$ cat src/icache_cfg.svh
`ifndef ICACHE_CFG_SVH
`define ICACHE_CFG_SVH

// ========================================
// Cache geometry
// ========================================

// Number of cache lines, power of two only
`define ICACHE_LINES 16

// 32-bit beats per line
`define ICACHE_BEATS 4

// Byte address width of fetch port and bus
`define ICACHE_AW 32

// ========================================
// Timing and fill data
// ========================================

// Cycles after a line write before lookups resume
`define ICACHE_SETTLE 2

// Returned in place of code from a faulted line
// Encodes addi x0,x0,0
`define ICACHE_NOP 32'h0000_0013

`endif

$ cat src/icache_pkg.sv
`include "icache_cfg.svh"

package icache_pkg;

	// ========================================
	// Fault codes
	// ========================================

	// Fault stored with a line and returned on every hit to it
	typedef enum logic [1:0] {
		fault_none    = 2'd0,
		fault_bus_err = 2'd1,
		fault_exv     = 2'd2
	} fault_e;

	// ========================================
	// Cache line
	// ========================================

	// One full line as filled from the bus
	// Word 0 sits at the line-aligned address
	typedef struct packed {
		fault_e                         fault;
		logic [`ICACHE_BEATS-1:0][31:0] words;
	} line_t;

	// ========================================
	// Bus cycle-type codes
	// ========================================

	// Single transfer
	localparam logic [2:0] cti_classic = 3'b000;
	// Incrementing burst, more beats follow
	localparam logic [2:0] cti_incr = 3'b010;
	// Final beat of a burst
	localparam logic [2:0] cti_end = 3'b111;

endpackage

$ cat src/icache_fill_if.sv
`timescale 1ns/10ps

`include "icache_cfg.svh"

// Line-fill handshake between the cache controller and the bus master
// req rises with line_adr and holds until done
// done pulses for one cycle with line valid alongside
interface icache_fill_if;

	// ========================================
	// Request side
	// ========================================

	// Fill request, held stable until done
	logic req;
	// Byte address of the line, line aligned
	logic [`ICACHE_AW-1:0] line_adr;

	// ========================================
	// Response side
	// ========================================

	// Single-cycle completion pulse
	logic done;
	// Assembled words plus fault code
	icache_pkg::line_t line;

	// Controller view
	modport ctrl (
		output req,
		output line_adr,
		input  done,
		input  line
	);

	// Bus master view
	modport master (
		input  req,
		input  line_adr,
		output done,
		output line
	);

endinterface

$ cat src/icache_array.sv
`timescale 1ns/10ps

`include "icache_cfg.svh"

module icache_array (
	input  logic                  clk,
	input  logic                  rst_i,
	input  logic [`ICACHE_AW-1:0] lookup_adr_i,
	output logic                  hit_o,
	output logic [31:0]           word_o,
	output icache_pkg::fault_e    fault_o,
	input  logic                  wr_i,
	input  logic [`ICACHE_AW-1:0] wr_adr_i,
	input  icache_pkg::line_t     wr_line_i,
	input  logic                  inv_i,
	input  logic [`ICACHE_AW-1:0] inv_adr_i
);

	// Address split: tag | index | word | byte
	localparam int word_w  = $clog2(`ICACHE_BEATS);
	localparam int idx_w   = $clog2(`ICACHE_LINES);
	localparam int idx_lsb = 2 + word_w;
	localparam int tag_lsb = idx_lsb + idx_w;
	localparam int tag_w   = `ICACHE_AW - tag_lsb;

	// Index arithmetic only works for a power-of-two line count
	if ((1 << idx_w) != `ICACHE_LINES) begin : g_bad_lines
		$error("ICACHE_LINES must be a power of two");
	end

	// ========================================
	// Storage
	// ========================================

	logic [`ICACHE_LINES-1:0] valid_q;
	logic [tag_w-1:0]         tag_q [`ICACHE_LINES];
	icache_pkg::line_t        line_q [`ICACHE_LINES];

	// ========================================
	// Fetch lookup
	// ========================================

	logic [idx_w-1:0]  lk_idx;
	logic [word_w-1:0] lk_word;
	logic [tag_w-1:0]  lk_tag;
	icache_pkg::line_t lk_line;

	assign lk_idx  = lookup_adr_i[idx_lsb +: idx_w];
	assign lk_word = lookup_adr_i[2 +: word_w];
	assign lk_tag  = lookup_adr_i[`ICACHE_AW-1:tag_lsb];
	assign lk_line = line_q[lk_idx];

	// Hit needs a live line with the same tag
	assign hit_o   = valid_q[lk_idx] && (tag_q[lk_idx] == lk_tag);
	assign fault_o = lk_line.fault;

	// Faulted lines never hand out their data
	assign word_o = (lk_line.fault == icache_pkg::fault_none) ?
		lk_line.words[lk_word] : `ICACHE_NOP;

	// ========================================
	// Line write and invalidate
	// ========================================

	logic [idx_w-1:0] wr_idx;
	logic [idx_w-1:0] inv_idx;
	logic [tag_w-1:0] inv_tag;

	assign wr_idx  = wr_adr_i[idx_lsb +: idx_w];
	assign inv_idx = inv_adr_i[idx_lsb +: idx_w];
	assign inv_tag = inv_adr_i[`ICACHE_AW-1:tag_lsb];

	// Valid bits
	always_ff @(posedge clk) begin
		if (rst_i) begin
			valid_q <= '0;
		end else begin
			if (wr_i)
				valid_q[wr_idx] <= 1'b1;
			// Only drop the line if it still holds that address
			if (inv_i && (tag_q[inv_idx] == inv_tag))
				valid_q[inv_idx] <= 1'b0;
		end
	end

	// Tag, fault and words
	always_ff @(posedge clk) begin
		if (wr_i) begin
			tag_q[wr_idx]  <= wr_adr_i[`ICACHE_AW-1:tag_lsb];
			line_q[wr_idx] <= wr_line_i;
		end
	end

	// Controller serializes fills and invalidates
	a_wr_inv_excl: assert property (@(posedge clk) disable iff (rst_i)
		!(wr_i && inv_i));

endmodule

$ cat src/icache_bus_master.sv
`timescale 1ns/10ps

`include "icache_cfg.svh"

module icache_bus_master (
	input  logic                  clk,
	input  logic                  rst_i,
	icache_fill_if.master         fill,
	output logic                  cyc_o,
	output logic                  stb_o,
	output logic [2:0]            cti_o,
	output logic [`ICACHE_AW-1:0] adr_o,
	input  logic                  bok_i,
	input  logic                  ack_i,
	input  logic                  err_i,
	input  logic                  exv_i,
	input  logic [31:0]           dat_i
);

	localparam int beat_w = $clog2(`ICACHE_BEATS);
	localparam logic [beat_w-1:0] last_beat = beat_w'(`ICACHE_BEATS - 1);

	typedef enum logic [1:0] {
		m_idle,
		m_beat,
		m_gap,
		m_done
	} mstate_e;

	mstate_e               state_q;
	logic                  cyc_q;
	logic                  stb_q;
	logic [2:0]            cti_q;
	logic                  burst_q;
	logic [beat_w-1:0]     beat_q;
	logic [`ICACHE_AW-1:0] adr_q;
	icache_pkg::line_t     line_q;
	logic                  start;
	logic                  beat_end;
	logic                  fault;

	assign start    = (state_q == m_idle) && fill.req;
	// Any of ack, err, exv closes the beat
	assign beat_end = (state_q == m_beat) && stb_q && (ack_i || err_i || exv_i);
	assign fault    = err_i || exv_i;

	assign cyc_o = cyc_q;
	assign stb_o = stb_q;
	assign cti_o = cti_q;
	assign adr_o = adr_q;

	assign fill.done = (state_q == m_done);
	assign fill.line = line_q;

	// ========================================
	// Cycle control
	// ========================================

	always_ff @(posedge clk) begin
		if (rst_i) begin
			state_q <= m_idle;
			cyc_q   <= 1'b0;
			stb_q   <= 1'b0;
			cti_q   <= icache_pkg::cti_classic;
			burst_q <= 1'b0;
			beat_q  <= '0;
		end else begin
			case (state_q)
			m_idle: begin
				if (start) begin
					cyc_q   <= 1'b1;
					stb_q   <= 1'b1;
					beat_q  <= '0;
					// Burst only if the slave currently allows it
					burst_q <= bok_i;
					cti_q   <= bok_i ? icache_pkg::cti_incr : icache_pkg::cti_classic;
					state_q <= m_beat;
				end
			end
			m_beat: begin
				if (beat_end) begin
					if (fault || (beat_q == last_beat)) begin
						// Fault or last beat ends the cycle
						cyc_q   <= 1'b0;
						stb_q   <= 1'b0;
						cti_q   <= icache_pkg::cti_classic;
						state_q <= m_done;
					end else begin
						beat_q <= beat_q + 1'b1;
						if (burst_q && bok_i) begin
							cti_q <= (beat_q + 1'b1 == last_beat) ?
								icache_pkg::cti_end : icache_pkg::cti_incr;
						end else begin
							// Burst refused, single beats with a gap
							burst_q <= 1'b0;
							cti_q   <= icache_pkg::cti_classic;
							stb_q   <= 1'b0;
							state_q <= m_gap;
						end
					end
				end
			end
			m_gap: begin
				// Wait for the slave to release ack
				if (!ack_i) begin
					stb_q   <= 1'b1;
					state_q <= m_beat;
				end
			end
			m_done: state_q <= m_idle;
			default: state_q <= m_idle;
			endcase
		end
	end

	// ========================================
	// Address and line assembly
	// ========================================

	always_ff @(posedge clk) begin
		if (start) begin
			adr_q        <= fill.line_adr;
			line_q.fault <= icache_pkg::fault_none;
		end else if (beat_end && !fault && (beat_q != last_beat)) begin
			adr_q <= adr_q + `ICACHE_AW'(4);
		end

		if (beat_end) begin
			if (exv_i) begin
				line_q.fault <= icache_pkg::fault_exv;
				line_q.words <= {`ICACHE_BEATS{`ICACHE_NOP}};
			end else if (err_i) begin
				line_q.fault <= icache_pkg::fault_bus_err;
				line_q.words <= {`ICACHE_BEATS{`ICACHE_NOP}};
			end else begin
				line_q.words[beat_q] <= dat_i;
			end
		end
	end

	// End-of-burst code marks the final beat only
	a_cti_end_last: assert property (@(posedge clk) disable iff (rst_i)
		(stb_o && (cti_o == icache_pkg::cti_end)) |-> (adr_o[2 +: beat_w] == last_beat));

endmodule

$ cat src/icache_ctrl.sv
`timescale 1ns/10ps

`include "icache_cfg.svh"

module icache_ctrl (
	input  logic                  clk,
	input  logic                  rst_i,
	input  logic                  fetch_req_i,
	input  logic [`ICACHE_AW-1:0] fetch_adr_i,
	input  logic                  inv_i,
	input  logic [`ICACHE_AW-1:0] inv_adr_i,
	input  logic                  hit_i,
	output logic                  fetch_ready_o,
	output logic                  arr_wr_o,
	output logic [`ICACHE_AW-1:0] arr_wr_adr_o,
	output icache_pkg::line_t     arr_wr_line_o,
	output logic                  arr_inv_o,
	output logic [`ICACHE_AW-1:0] arr_inv_adr_o,
	output logic [15:0]           fill_count_o,
	icache_fill_if.ctrl           fill
);

	// Byte offset bits inside one line
	localparam int line_off = 2 + $clog2(`ICACHE_BEATS);
	localparam int settle_w = $clog2(`ICACHE_SETTLE + 1);
	localparam logic [settle_w-1:0] settle_last = settle_w'(`ICACHE_SETTLE - 1);

	typedef enum logic [2:0] {
		st_idle,
		st_request,
		st_wait_fill,
		st_write,
		st_settle
	} state_e;

	state_e                state_q;
	logic                  inv_pend_q;
	logic [`ICACHE_AW-1:0] inv_adr_q;
	logic [`ICACHE_AW-1:0] line_adr_q;
	icache_pkg::line_t     line_q;
	logic [settle_w-1:0]   settle_cnt_q;
	logic [15:0]           fill_count_q;
	logic                  miss;

	// Miss only counts in idle once invalidates are drained
	assign miss = (state_q == st_idle) && !inv_pend_q && fetch_req_i && !hit_i;

	// ========================================
	// Outputs
	// ========================================

	// Hits answer in the same cycle, only while idle
	assign fetch_ready_o = fetch_req_i && hit_i && (state_q == st_idle);

	// Pending invalidate takes one idle cycle
	assign arr_inv_o     = (state_q == st_idle) && inv_pend_q;
	assign arr_inv_adr_o = inv_adr_q;

	assign arr_wr_o      = (state_q == st_write);
	assign arr_wr_adr_o  = line_adr_q;
	assign arr_wr_line_o = line_q;

	// req drops the cycle after done, when state moves to write
	assign fill.req      = (state_q == st_request) || (state_q == st_wait_fill);
	assign fill.line_adr = line_adr_q;

	assign fill_count_o = fill_count_q;

	// ========================================
	// Control FSM
	// ========================================

	always_ff @(posedge clk) begin
		if (rst_i) begin
			state_q      <= st_idle;
			inv_pend_q   <= 1'b0;
			settle_cnt_q <= '0;
			fill_count_q <= '0;
		end else begin
			// Served invalidate clears, a fresh pulse re-arms
			if (arr_inv_o)
				inv_pend_q <= 1'b0;
			if (inv_i)
				inv_pend_q <= 1'b1;

			case (state_q)
			st_idle: begin
				if (miss)
					state_q <= st_request;
			end
			st_request: begin
				state_q <= st_wait_fill;
			end
			st_wait_fill: begin
				if (fill.done)
					state_q <= st_write;
			end
			st_write: begin
				fill_count_q <= fill_count_q + 16'd1;
				settle_cnt_q <= '0;
				state_q      <= st_settle;
			end
			st_settle: begin
				// Let the new line reach the lookup path
				if (settle_cnt_q == settle_last)
					state_q <= st_idle;
				else
					settle_cnt_q <= settle_cnt_q + 1'b1;
			end
			default: state_q <= st_idle;
			endcase
		end
	end

	// ========================================
	// Address and line capture
	// ========================================

	always_ff @(posedge clk) begin
		if (inv_i)
			inv_adr_q <= inv_adr_i;
		if (miss)
			line_adr_q <= {fetch_adr_i[`ICACHE_AW-1:line_off], {line_off{1'b0}}};
		if ((state_q == st_wait_fill) && fill.done)
			line_q <= fill.line;
	end

	// Master may only finish a fill whose request is still held
	a_req_stable: assert property (@(posedge clk) disable iff (rst_i)
		fill.done |-> (state_q == st_wait_fill));

endmodule

$ cat src/icache_top.sv
`timescale 1ns/10ps

`include "icache_cfg.svh"

module icache_top (
	input  logic                  clk,
	input  logic                  rst_i,
	// Fetch port
	input  logic                  fetch_req_i,
	input  logic [`ICACHE_AW-1:0] fetch_adr_i,
	output logic                  fetch_ready_o,
	output logic [31:0]           fetch_word_o,
	output icache_pkg::fault_e    fetch_fault_o,
	// Line invalidate
	input  logic                  inv_i,
	input  logic [`ICACHE_AW-1:0] inv_adr_i,
	output logic [15:0]           fill_count_o,
	// Burst bus
	output logic                  cyc_o,
	output logic                  stb_o,
	output logic [2:0]            cti_o,
	output logic [`ICACHE_AW-1:0] adr_o,
	input  logic                  bok_i,
	input  logic                  ack_i,
	input  logic                  err_i,
	input  logic                  exv_i,
	input  logic [31:0]           dat_i
);

	// Controller to array
	logic                  hit;
	logic                  arr_wr;
	logic [`ICACHE_AW-1:0] arr_wr_adr;
	icache_pkg::line_t     arr_wr_line;
	logic                  arr_inv;
	logic [`ICACHE_AW-1:0] arr_inv_adr;

	icache_fill_if fill_if ();

	icache_array icache_array_i (
		.clk(clk), .rst_i(rst_i),
		.lookup_adr_i(fetch_adr_i), .hit_o(hit),
		.word_o(fetch_word_o), .fault_o(fetch_fault_o),
		.wr_i(arr_wr), .wr_adr_i(arr_wr_adr), .wr_line_i(arr_wr_line),
		.inv_i(arr_inv), .inv_adr_i(arr_inv_adr)
	);

	icache_ctrl icache_ctrl_i (
		.clk(clk), .rst_i(rst_i),
		.fetch_req_i(fetch_req_i), .fetch_adr_i(fetch_adr_i),
		.inv_i(inv_i), .inv_adr_i(inv_adr_i), .hit_i(hit),
		.fetch_ready_o(fetch_ready_o),
		.arr_wr_o(arr_wr), .arr_wr_adr_o(arr_wr_adr), .arr_wr_line_o(arr_wr_line),
		.arr_inv_o(arr_inv), .arr_inv_adr_o(arr_inv_adr),
		.fill_count_o(fill_count_o), .fill(fill_if.ctrl)
	);

	icache_bus_master icache_bus_master_i (
		.clk(clk), .rst_i(rst_i), .fill(fill_if.master),
		.cyc_o(cyc_o), .stb_o(stb_o), .cti_o(cti_o), .adr_o(adr_o),
		.bok_i(bok_i), .ack_i(ack_i), .err_i(err_i), .exv_i(exv_i), .dat_i(dat_i)
	);

endmodule
$ cat config.mk
export PLATFORM = sky130hd
export DESIGN_NAME = icache_top
export DESIGN_NICKNAME = d
export VERILOG_FILES = /design/src/icache_pkg.sv /design/src/icache_fill_if.sv /design/src/icache_array.sv /design/src/icache_bus_master.sv /design/src/icache_ctrl.sv /design/src/icache_top.sv
export VERILOG_INCLUDE_DIRS = /design/src /design/src/src
export SDC_FILE = /design/constraint.sdc
export NUM_CORES = 2
export LEC_CHECK = 0
export BUFFER_PORTS_ARGS = -buffer_cell sky130_fd_sc_hd__clkbuf_2
export CAP_MARGIN = 20
export CELL_PAD_IN_SITES_DETAIL_PLACEMENT = 1
export CELL_PAD_IN_SITES_GLOBAL_PLACEMENT = 1
export CORE_MARGIN = 2
export CORE_UTILIZATION = 30
export DETAILED_ROUTE_END_ITERATION = 16
export GPL_ROUTABILITY_DRIVEN = 0
export PLACE_DENSITY_LB_ADDON = 0.1
export SLEW_MARGIN = 20
export SYNTH_ARGS = -nofsm -noshare
export SYNTH_HDL_FRONTEND = slang
export SYNTH_HIERARCHICAL = 1
export SYNTH_SLANG_ARGS = --single-unit
$ cat constraint.sdc
create_clock -name clk -period 14.28 [get_ports clk]
set_input_delay 2.856 -clock clk [delete_from_list [all_inputs] [get_ports clk]]
set_output_delay 2.856 -clock clk [all_outputs]
set_load 0.005 [all_outputs]
==> Yosys cells after proc, flatten, opt, wreduce, memory -nomap -nowiden <==
Memory sizes are Yosys's and may differ from the RTL's. A register that Yosys moved wholly into a read port is not among the register bits.
Cells that the tools add are included.
{ "op_classes": {"add_sub_neg": 4, "n_lt_le_gt_ge": 8, "n_eq_ne": 24, "mux": 63, "bitwise_logic": 3, "reduce_logical": 43} }
{ "op_table": {"columns": ["operator", "n"], "rows": [
  ["two-way mux 130 bit", 2],
  ["two-way mux 32 bit", 5],
  ["bitwise mux 128 bit", 1],
  ["two-way mux 128 bit", 1],
  ["binary-select mux 32 bit (select 2 bit)", 1],
  ["demux 32 bit (select 2 bit)", 1],
  ["equality test 24 bit", 2],
  ["two-way mux 16 bit", 3],
  ["adder 32 x 3 -> 32 bit, second input constant", 1],
  ["two-way mux 2 bit", 12],
  ["two-way mux 3 bit", 8],
  ["logical AND 1 bit", 18],
  ["two-way mux 1 bit", 17],
  ["adder 16 x 1 -> 16 bit, second input constant", 1],
  ["AND 16 bit", 1],
  ["inverter 16 bit", 1],
  ["OR 16 bit", 1],
  ["less-than comparator 4 x 5 -> 1 bit, second input constant", 3],
  ["case mux 3 bit (5 select lines)", 1],
  ["!= test 2 bit, second input constant", 6],
  ["AND reduction 4 bit", 3],
  ["!= test 2 x 1 -> 1 bit, second input constant", 5],
  ["AND reduction 5 bit", 2],
  ["demux 1 bit (select 4 bit)", 2],
  ["other kinds (26)", 47]
]} }
{ "word_totals": {"register_bits": 400, "ram_bits": 2464, "input_bits": 104, "output_inout_bits": 88, "elab_cells": 172, "n_memories": 2} }
{ "memory_table": {"columns": ["memory", "words", "width", "read_ports", "rd_ports_with_merged_regs", "write_ports", "line", "source"], "rows": [
  ["icache_array_i.line_q", 16, 130, 1, 0, 1, "icache_array.sv:37", "icache_pkg::line_t line_q [`ICACHE_LINES];"],
  ["icache_array_i.tag_q", 16, 24, 2, 1, 1, "icache_array.sv:36", "logic [tag_w-1:0] tag_q [`ICACHE_LINES];"]
]} }

==> Logic depth before layout (Yosys ltp) <==
{ "depth": {"word_depth": 9, "ltp_mapped": 14, "ltp_nobuf": 10} }

==> By module <==
Netlist, hierarchy kept.
{ "by_module_without_submodules": {"columns": ["module", "n_inst", "cells_per_inst", "area_each_um2", "seq_area_each_um2"], "rows": [
  ["icache_array", 1, 4039, 98207.9, 74311.3],
  ["icache_bus_master", 1, 666, 8089.0, 5024.8],
  ["icache_ctrl", 1, 348, 7030.5, 6145.9]
]} }

==> Least setup slack after synthesis <==
No wires, ideal clock.
{ "synth_path": {"kind": "reg2reg", "startpoint": "register icache_ctrl_i.state_q[1]", "endpoint": "memory icache_array_i/line_q[0][0] (netlist bit), enable pin", "setup_ns": 0.858, "arrival_time_ns": 11.807, "t_required_ns": 13.422, "path_slack_ns": 1.614, "stages_incl_launch_ff": 6, "n_path_buf": 2, "period_less_slack_ns": 12.666, "cell_sequence": "dfxtp_1 > buf_4 > and3b_2 > clkbuf_1 > or3b_2 > nor3_1"} }
{ "synth_between": {"elab_chain_cells": 3} }
{ "synth_lines": {"columns": ["element", "line", "source"], "rows": [
  ["start, declared", "icache_ctrl.sv:36", "state_e state_q;"],
  ["start signal, assigned", "icache_ctrl.sv:75", "state_q <= st_idle;"],
  ["start signal, assigned", "icache_ctrl.sv:89", "state_q <= st_request;"],
  ["start signal, assigned", "icache_ctrl.sv:92", "state_q <= st_wait_fill;"],
  ["equality test 3 x 2 -> 1 bit", "icache_ctrl.sv:59", "assign arr_wr_o = (state_q == st_write);"],
  ["net arr_wr", "icache_top.sv:32", "logic arr_wr;"],
  ["two-way mux 1 bit", "icache_array.sv:88", "if (wr_i) begin"],
  ["two-way mux 1 bit (not written as such)", "icache_array.sv:90", "line_q[wr_idx] <= wr_line_i;"],
  ["end, declared", "icache_array.sv:37", null]
]} }
The timed path passes the listed nets, and every way through them passes these cells.

==> Worst setup path after layout <==
{ "layout_path": {"startpoint": "input port fetch_adr_i[5]", "endpoint": "output port fetch_ready_o"} }
{ "layout_between": {"elab_chain_cells": 5, "word_cells_on_any_way": 7, "classes_between": "eq/ne (1); mux (2); reduce/logical (3); memory (1)"} }
{ "layout_lines": {"columns": ["element", "line", "source"], "rows": [
  ["start, declared", "icache_top.sv:10", "input logic [`ICACHE_AW-1:0] fetch_adr_i,"],
  ["memory (16 x 24 bit) / binary-select mux 1 bit (select 4 bit) (equally long branches)", null, null],
  ["equality test 24 bit / two-way mux 1 bit (equally long branches)", "icache_array.sv:54", "assign hit_o = valid_q[lk_idx] && (tag_q[lk_idx] == lk_tag);"],
  ["logical AND 1 bit *", "icache_array.sv:54", null],
  ["net hit", "icache_top.sv:31", "logic hit;"],
  ["logical AND 1 bit * (2 in series)", "icache_ctrl.sv:53", "assign fetch_ready_o = fetch_req_i && hit_i && (state_q == st_idle);"],
  ["end, declared", "icache_top.sv:11", "output logic fetch_ready_o,"]
]} }
Mark *: on every way through the listed nets, which the timed path passes. The rest lies on a longest branch. The select of a mux whose other input is x is not followed.

==> summary.txt <==
Floorplanning
  – Io pins: 192
  – Core area: 376000 um^2
  – Row count: 225
  – Starting Density: 30.1%
  – Die area: 382000 um^2
  – Die height: 618 um
  – Die Span X: 618 um

Route
  – Iter 0 DRT Violations: 3830
  – Via-per-instance ratio: 5.01
  – DR DRC count: 0
  – Routed Antenna Nets: 0
  – Avg WL per Cell: 30.5 um
  – First drt pass iteration count: 5
  – Routed via count: 53300
  – WL final: 325000 um

Setup path
  – CP endpoint kind: primary output
  – Crit path capture: fetch_ready_o
  – Reg-to-reg startpoint: icache_ctrl_i/arr_inv_adr_o[5]$_DFFE_PP_
  – R2R cell count: 10
  – Req. time, crit path: 11.42 ns
  – CP arrival: 7.34 ns
  – Critical R2R Capture: icache_array_i/valid_q[3]$_SDFF_PP0_
  – Setup CP Type: in2out
  – CP Launch Type: input port
  – Max FO, Critical Path: 74
  – R2R Setup Slk: 9.17 ns
  – Worst setup path startpoint: fetch_adr_i[5]

Synth
  – Post-Syn Instances: 5045
  – Post-Syn Area per Cell: 22.4 um^2
  – Post-Syn Area: 113000 um^2
  – Ys Warns: 6

Clock network
  – TritonCTS clock tree: built
  – Resized Gates After CTS: 0
  – Root Driver: clkbuf_16
  – CTS Buf Count: 331
  – Hold-fix buffers, CTS: 0
  – Worst-path clk slew: 0.06 ns
  – CTS max path bufs: 4
  – Clk_lat worst skew: 0.92 ns
  – Clock sink count: 2859
  – CTS H-tree lvls: 5
  – Setup Buffers After CTS: 0

Timing
  – Final setup fails: 0
  – Period utilisation layout: 71.4%
  – RSZ-0062 raised after global routing: false
  – Setup Skew: 0.0559 ns
  – TNS Setup: 0 ns
  – Peak Freq: 98.1 MHz
  – Slew headroom: 22.0%
  – Final hold violation count: 0
  – Worst-Margin Slew: 1.17 ns
  – Final worst path period need: 10.20 ns
  – Fin. max-slew vios: 0

Cells and area
  – Area of the multi-input gates: 26400 um^2
  – Storage element area: 85400 um^2
  – Fraction of layout cells with a size suffix above 1: 29.7%
  – # fillers: 36300
  – Layout area overhead: 15.4%
  – Final net count: 5481

Global routing
  – Largest net degree at the start of global routing: 124
  – Vias in the first global route: 58500
  – First-pass GRT wire length: 463000 um
  – Gr ovfl total: 0
  – Overall Global Routing Usage: 17.0%
  – Initial antenna violation count: 23

Status
  – Status: complete, no violations

Placement
  – DP HPWL: 168000 um
  – Port Buffers: 185

Pwr
  – Pwr per Cell Area: 141 nW/um^2
  – Peak supply drop: 0.0000910 V
  – Static Leakage: 0.0405 uW
  – PnR Total Power: 18400 uW

Flow run
  – Max cap viols: 0

Hold path
  – Worst hold path class: reg2reg
-- layout make-up --
class	instances	area share [%]
antenna	7	0.0134
clock buffer	418	6.74
clock inverter	184	1.20
inverter	22	0.0690
multi-input combinational	1859	20.2
sequential	2859	65.3
tap	4994	4.78
timing repair buffer	297	1.63
-- layer usage --
metal	track usage (%)	part of all wire, %
met2	29.0	50
met5	0	0.0040
met4	3.15	1.6
met3	2.29	3.5
met1	23.3	45
-- worst max-delay path, stage by stage --
cell	delay, ns
buf_8	0.52
buf_4	0.90
mux4_2	0.42
mux4_2	0.50
xnor2_1	0.56
nand4_1	0.38
nor4_1	0.35
buf_4	0.23
and3_1	0.23
clkbuf_2	0.14
-- where the power goes --
part / total (uW) / switching (uW) / internal, uW
Combinational: 988 / 575 / 413
Sequential: 9250 / 68.0 / 9180
Clock: 8190 / 3460 / 4730
Total: 18400 / 4100 / 14300
-- placed cells by master (no fill, tap or decap), types with 22 or more instances in the layout --
master,count
clkinv_1,74
buf_12,25
xnor2_1,53
o21ai_0,41
xor2_1,45
nor2b_1,41
edfxtp_1,2810
clkbuf_2,179
clkinv_2,59
nor3_1,22
clkbuf_1,77
a21oi_1,29
nor2_1,174
mux2i_1,234
mux4_2,853
clkbuf_16,339
nand2_1,81
buf_4,88
dfxtp_1,49
nand3_1,25
-- flip-flops by register name, indices dropped and copies added, names as in the netlist, 2 cells and up --
register                       cells
icache_ctrl_i/settle_cnt_q         2
icache_ctrl_i/arr_wr_line_o      130
icache_ctrl_i/arr_wr_adr_o        28
icache_ctrl_i/state_q              3
icache_bus_master_i/beat_q         2
icache_bus_master_i/fill.line    130
icache_array_i/valid_q            16
icache_array_i/line_q           2080
icache_array_i/tag_q             384
icache_bus_master_i/cti_o          2
icache_ctrl_i/arr_inv_adr_o       28
icache_ctrl_i/fill_count_o        16
icache_bus_master_i/state_q        2
icache_bus_master_i/adr_o         32
-- how the worst min path moves through the flow --
stage / startpoint / end / slack (ns) / cells after the start
finish: icache_bus_master_i/fill.line[98]$_SDFFCE_PP0P_ / icache_ctrl_i/arr_wr_line_o[98]$_DFFE_PP_ / 0.43 / 0
global route: icache_bus_master_i/fill.line[128]$_DFF_P_ / icache_ctrl_i/arr_wr_line_o[128]$_DFFE_PP_ / 0.45 / 0
CTS: icache_bus_master_i/fill.line[128]$_DFF_P_ / icache_ctrl_i/arr_wr_line_o[128]$_DFFE_PP_ / 0.43 / 0
detailed placement: icache_bus_master_i/fill.line[128]$_DFF_P_ / icache_ctrl_i/arr_wr_line_o[128]$_DFFE_PP_ / 0.42 / 0
global placement: icache_bus_master_i/fill.line[128]$_DFF_P_ / icache_ctrl_i/arr_wr_line_o[128]$_DFFE_PP_ / 0.43 / 0
floorplan: icache_bus_master_i/fill.line[128]$_DFF_P_ / icache_ctrl_i/arr_wr_line_o[128]$_DFFE_PP_ / 0.41 / 0
-- stage by stage --
step           worst slack (ns)  util (%)  cell area (um^2)  hold WS, ns  cells
2_1_floorplan              1.61         -            113000        0.408   5048
3_3_place_gp               4.11      32.0            120000        0.426  10000
3_5_place_dp               4.14      32.0            120000        0.419  10000
4_1_cts                    4.14      34.8            131000        0.433  10600
5_1_grt                    4.02      34.8            131000        0.453  10600
6_report                   4.08      34.8            131000        0.428  10600
Note: power is estimated with default switching activity, not from simulation.
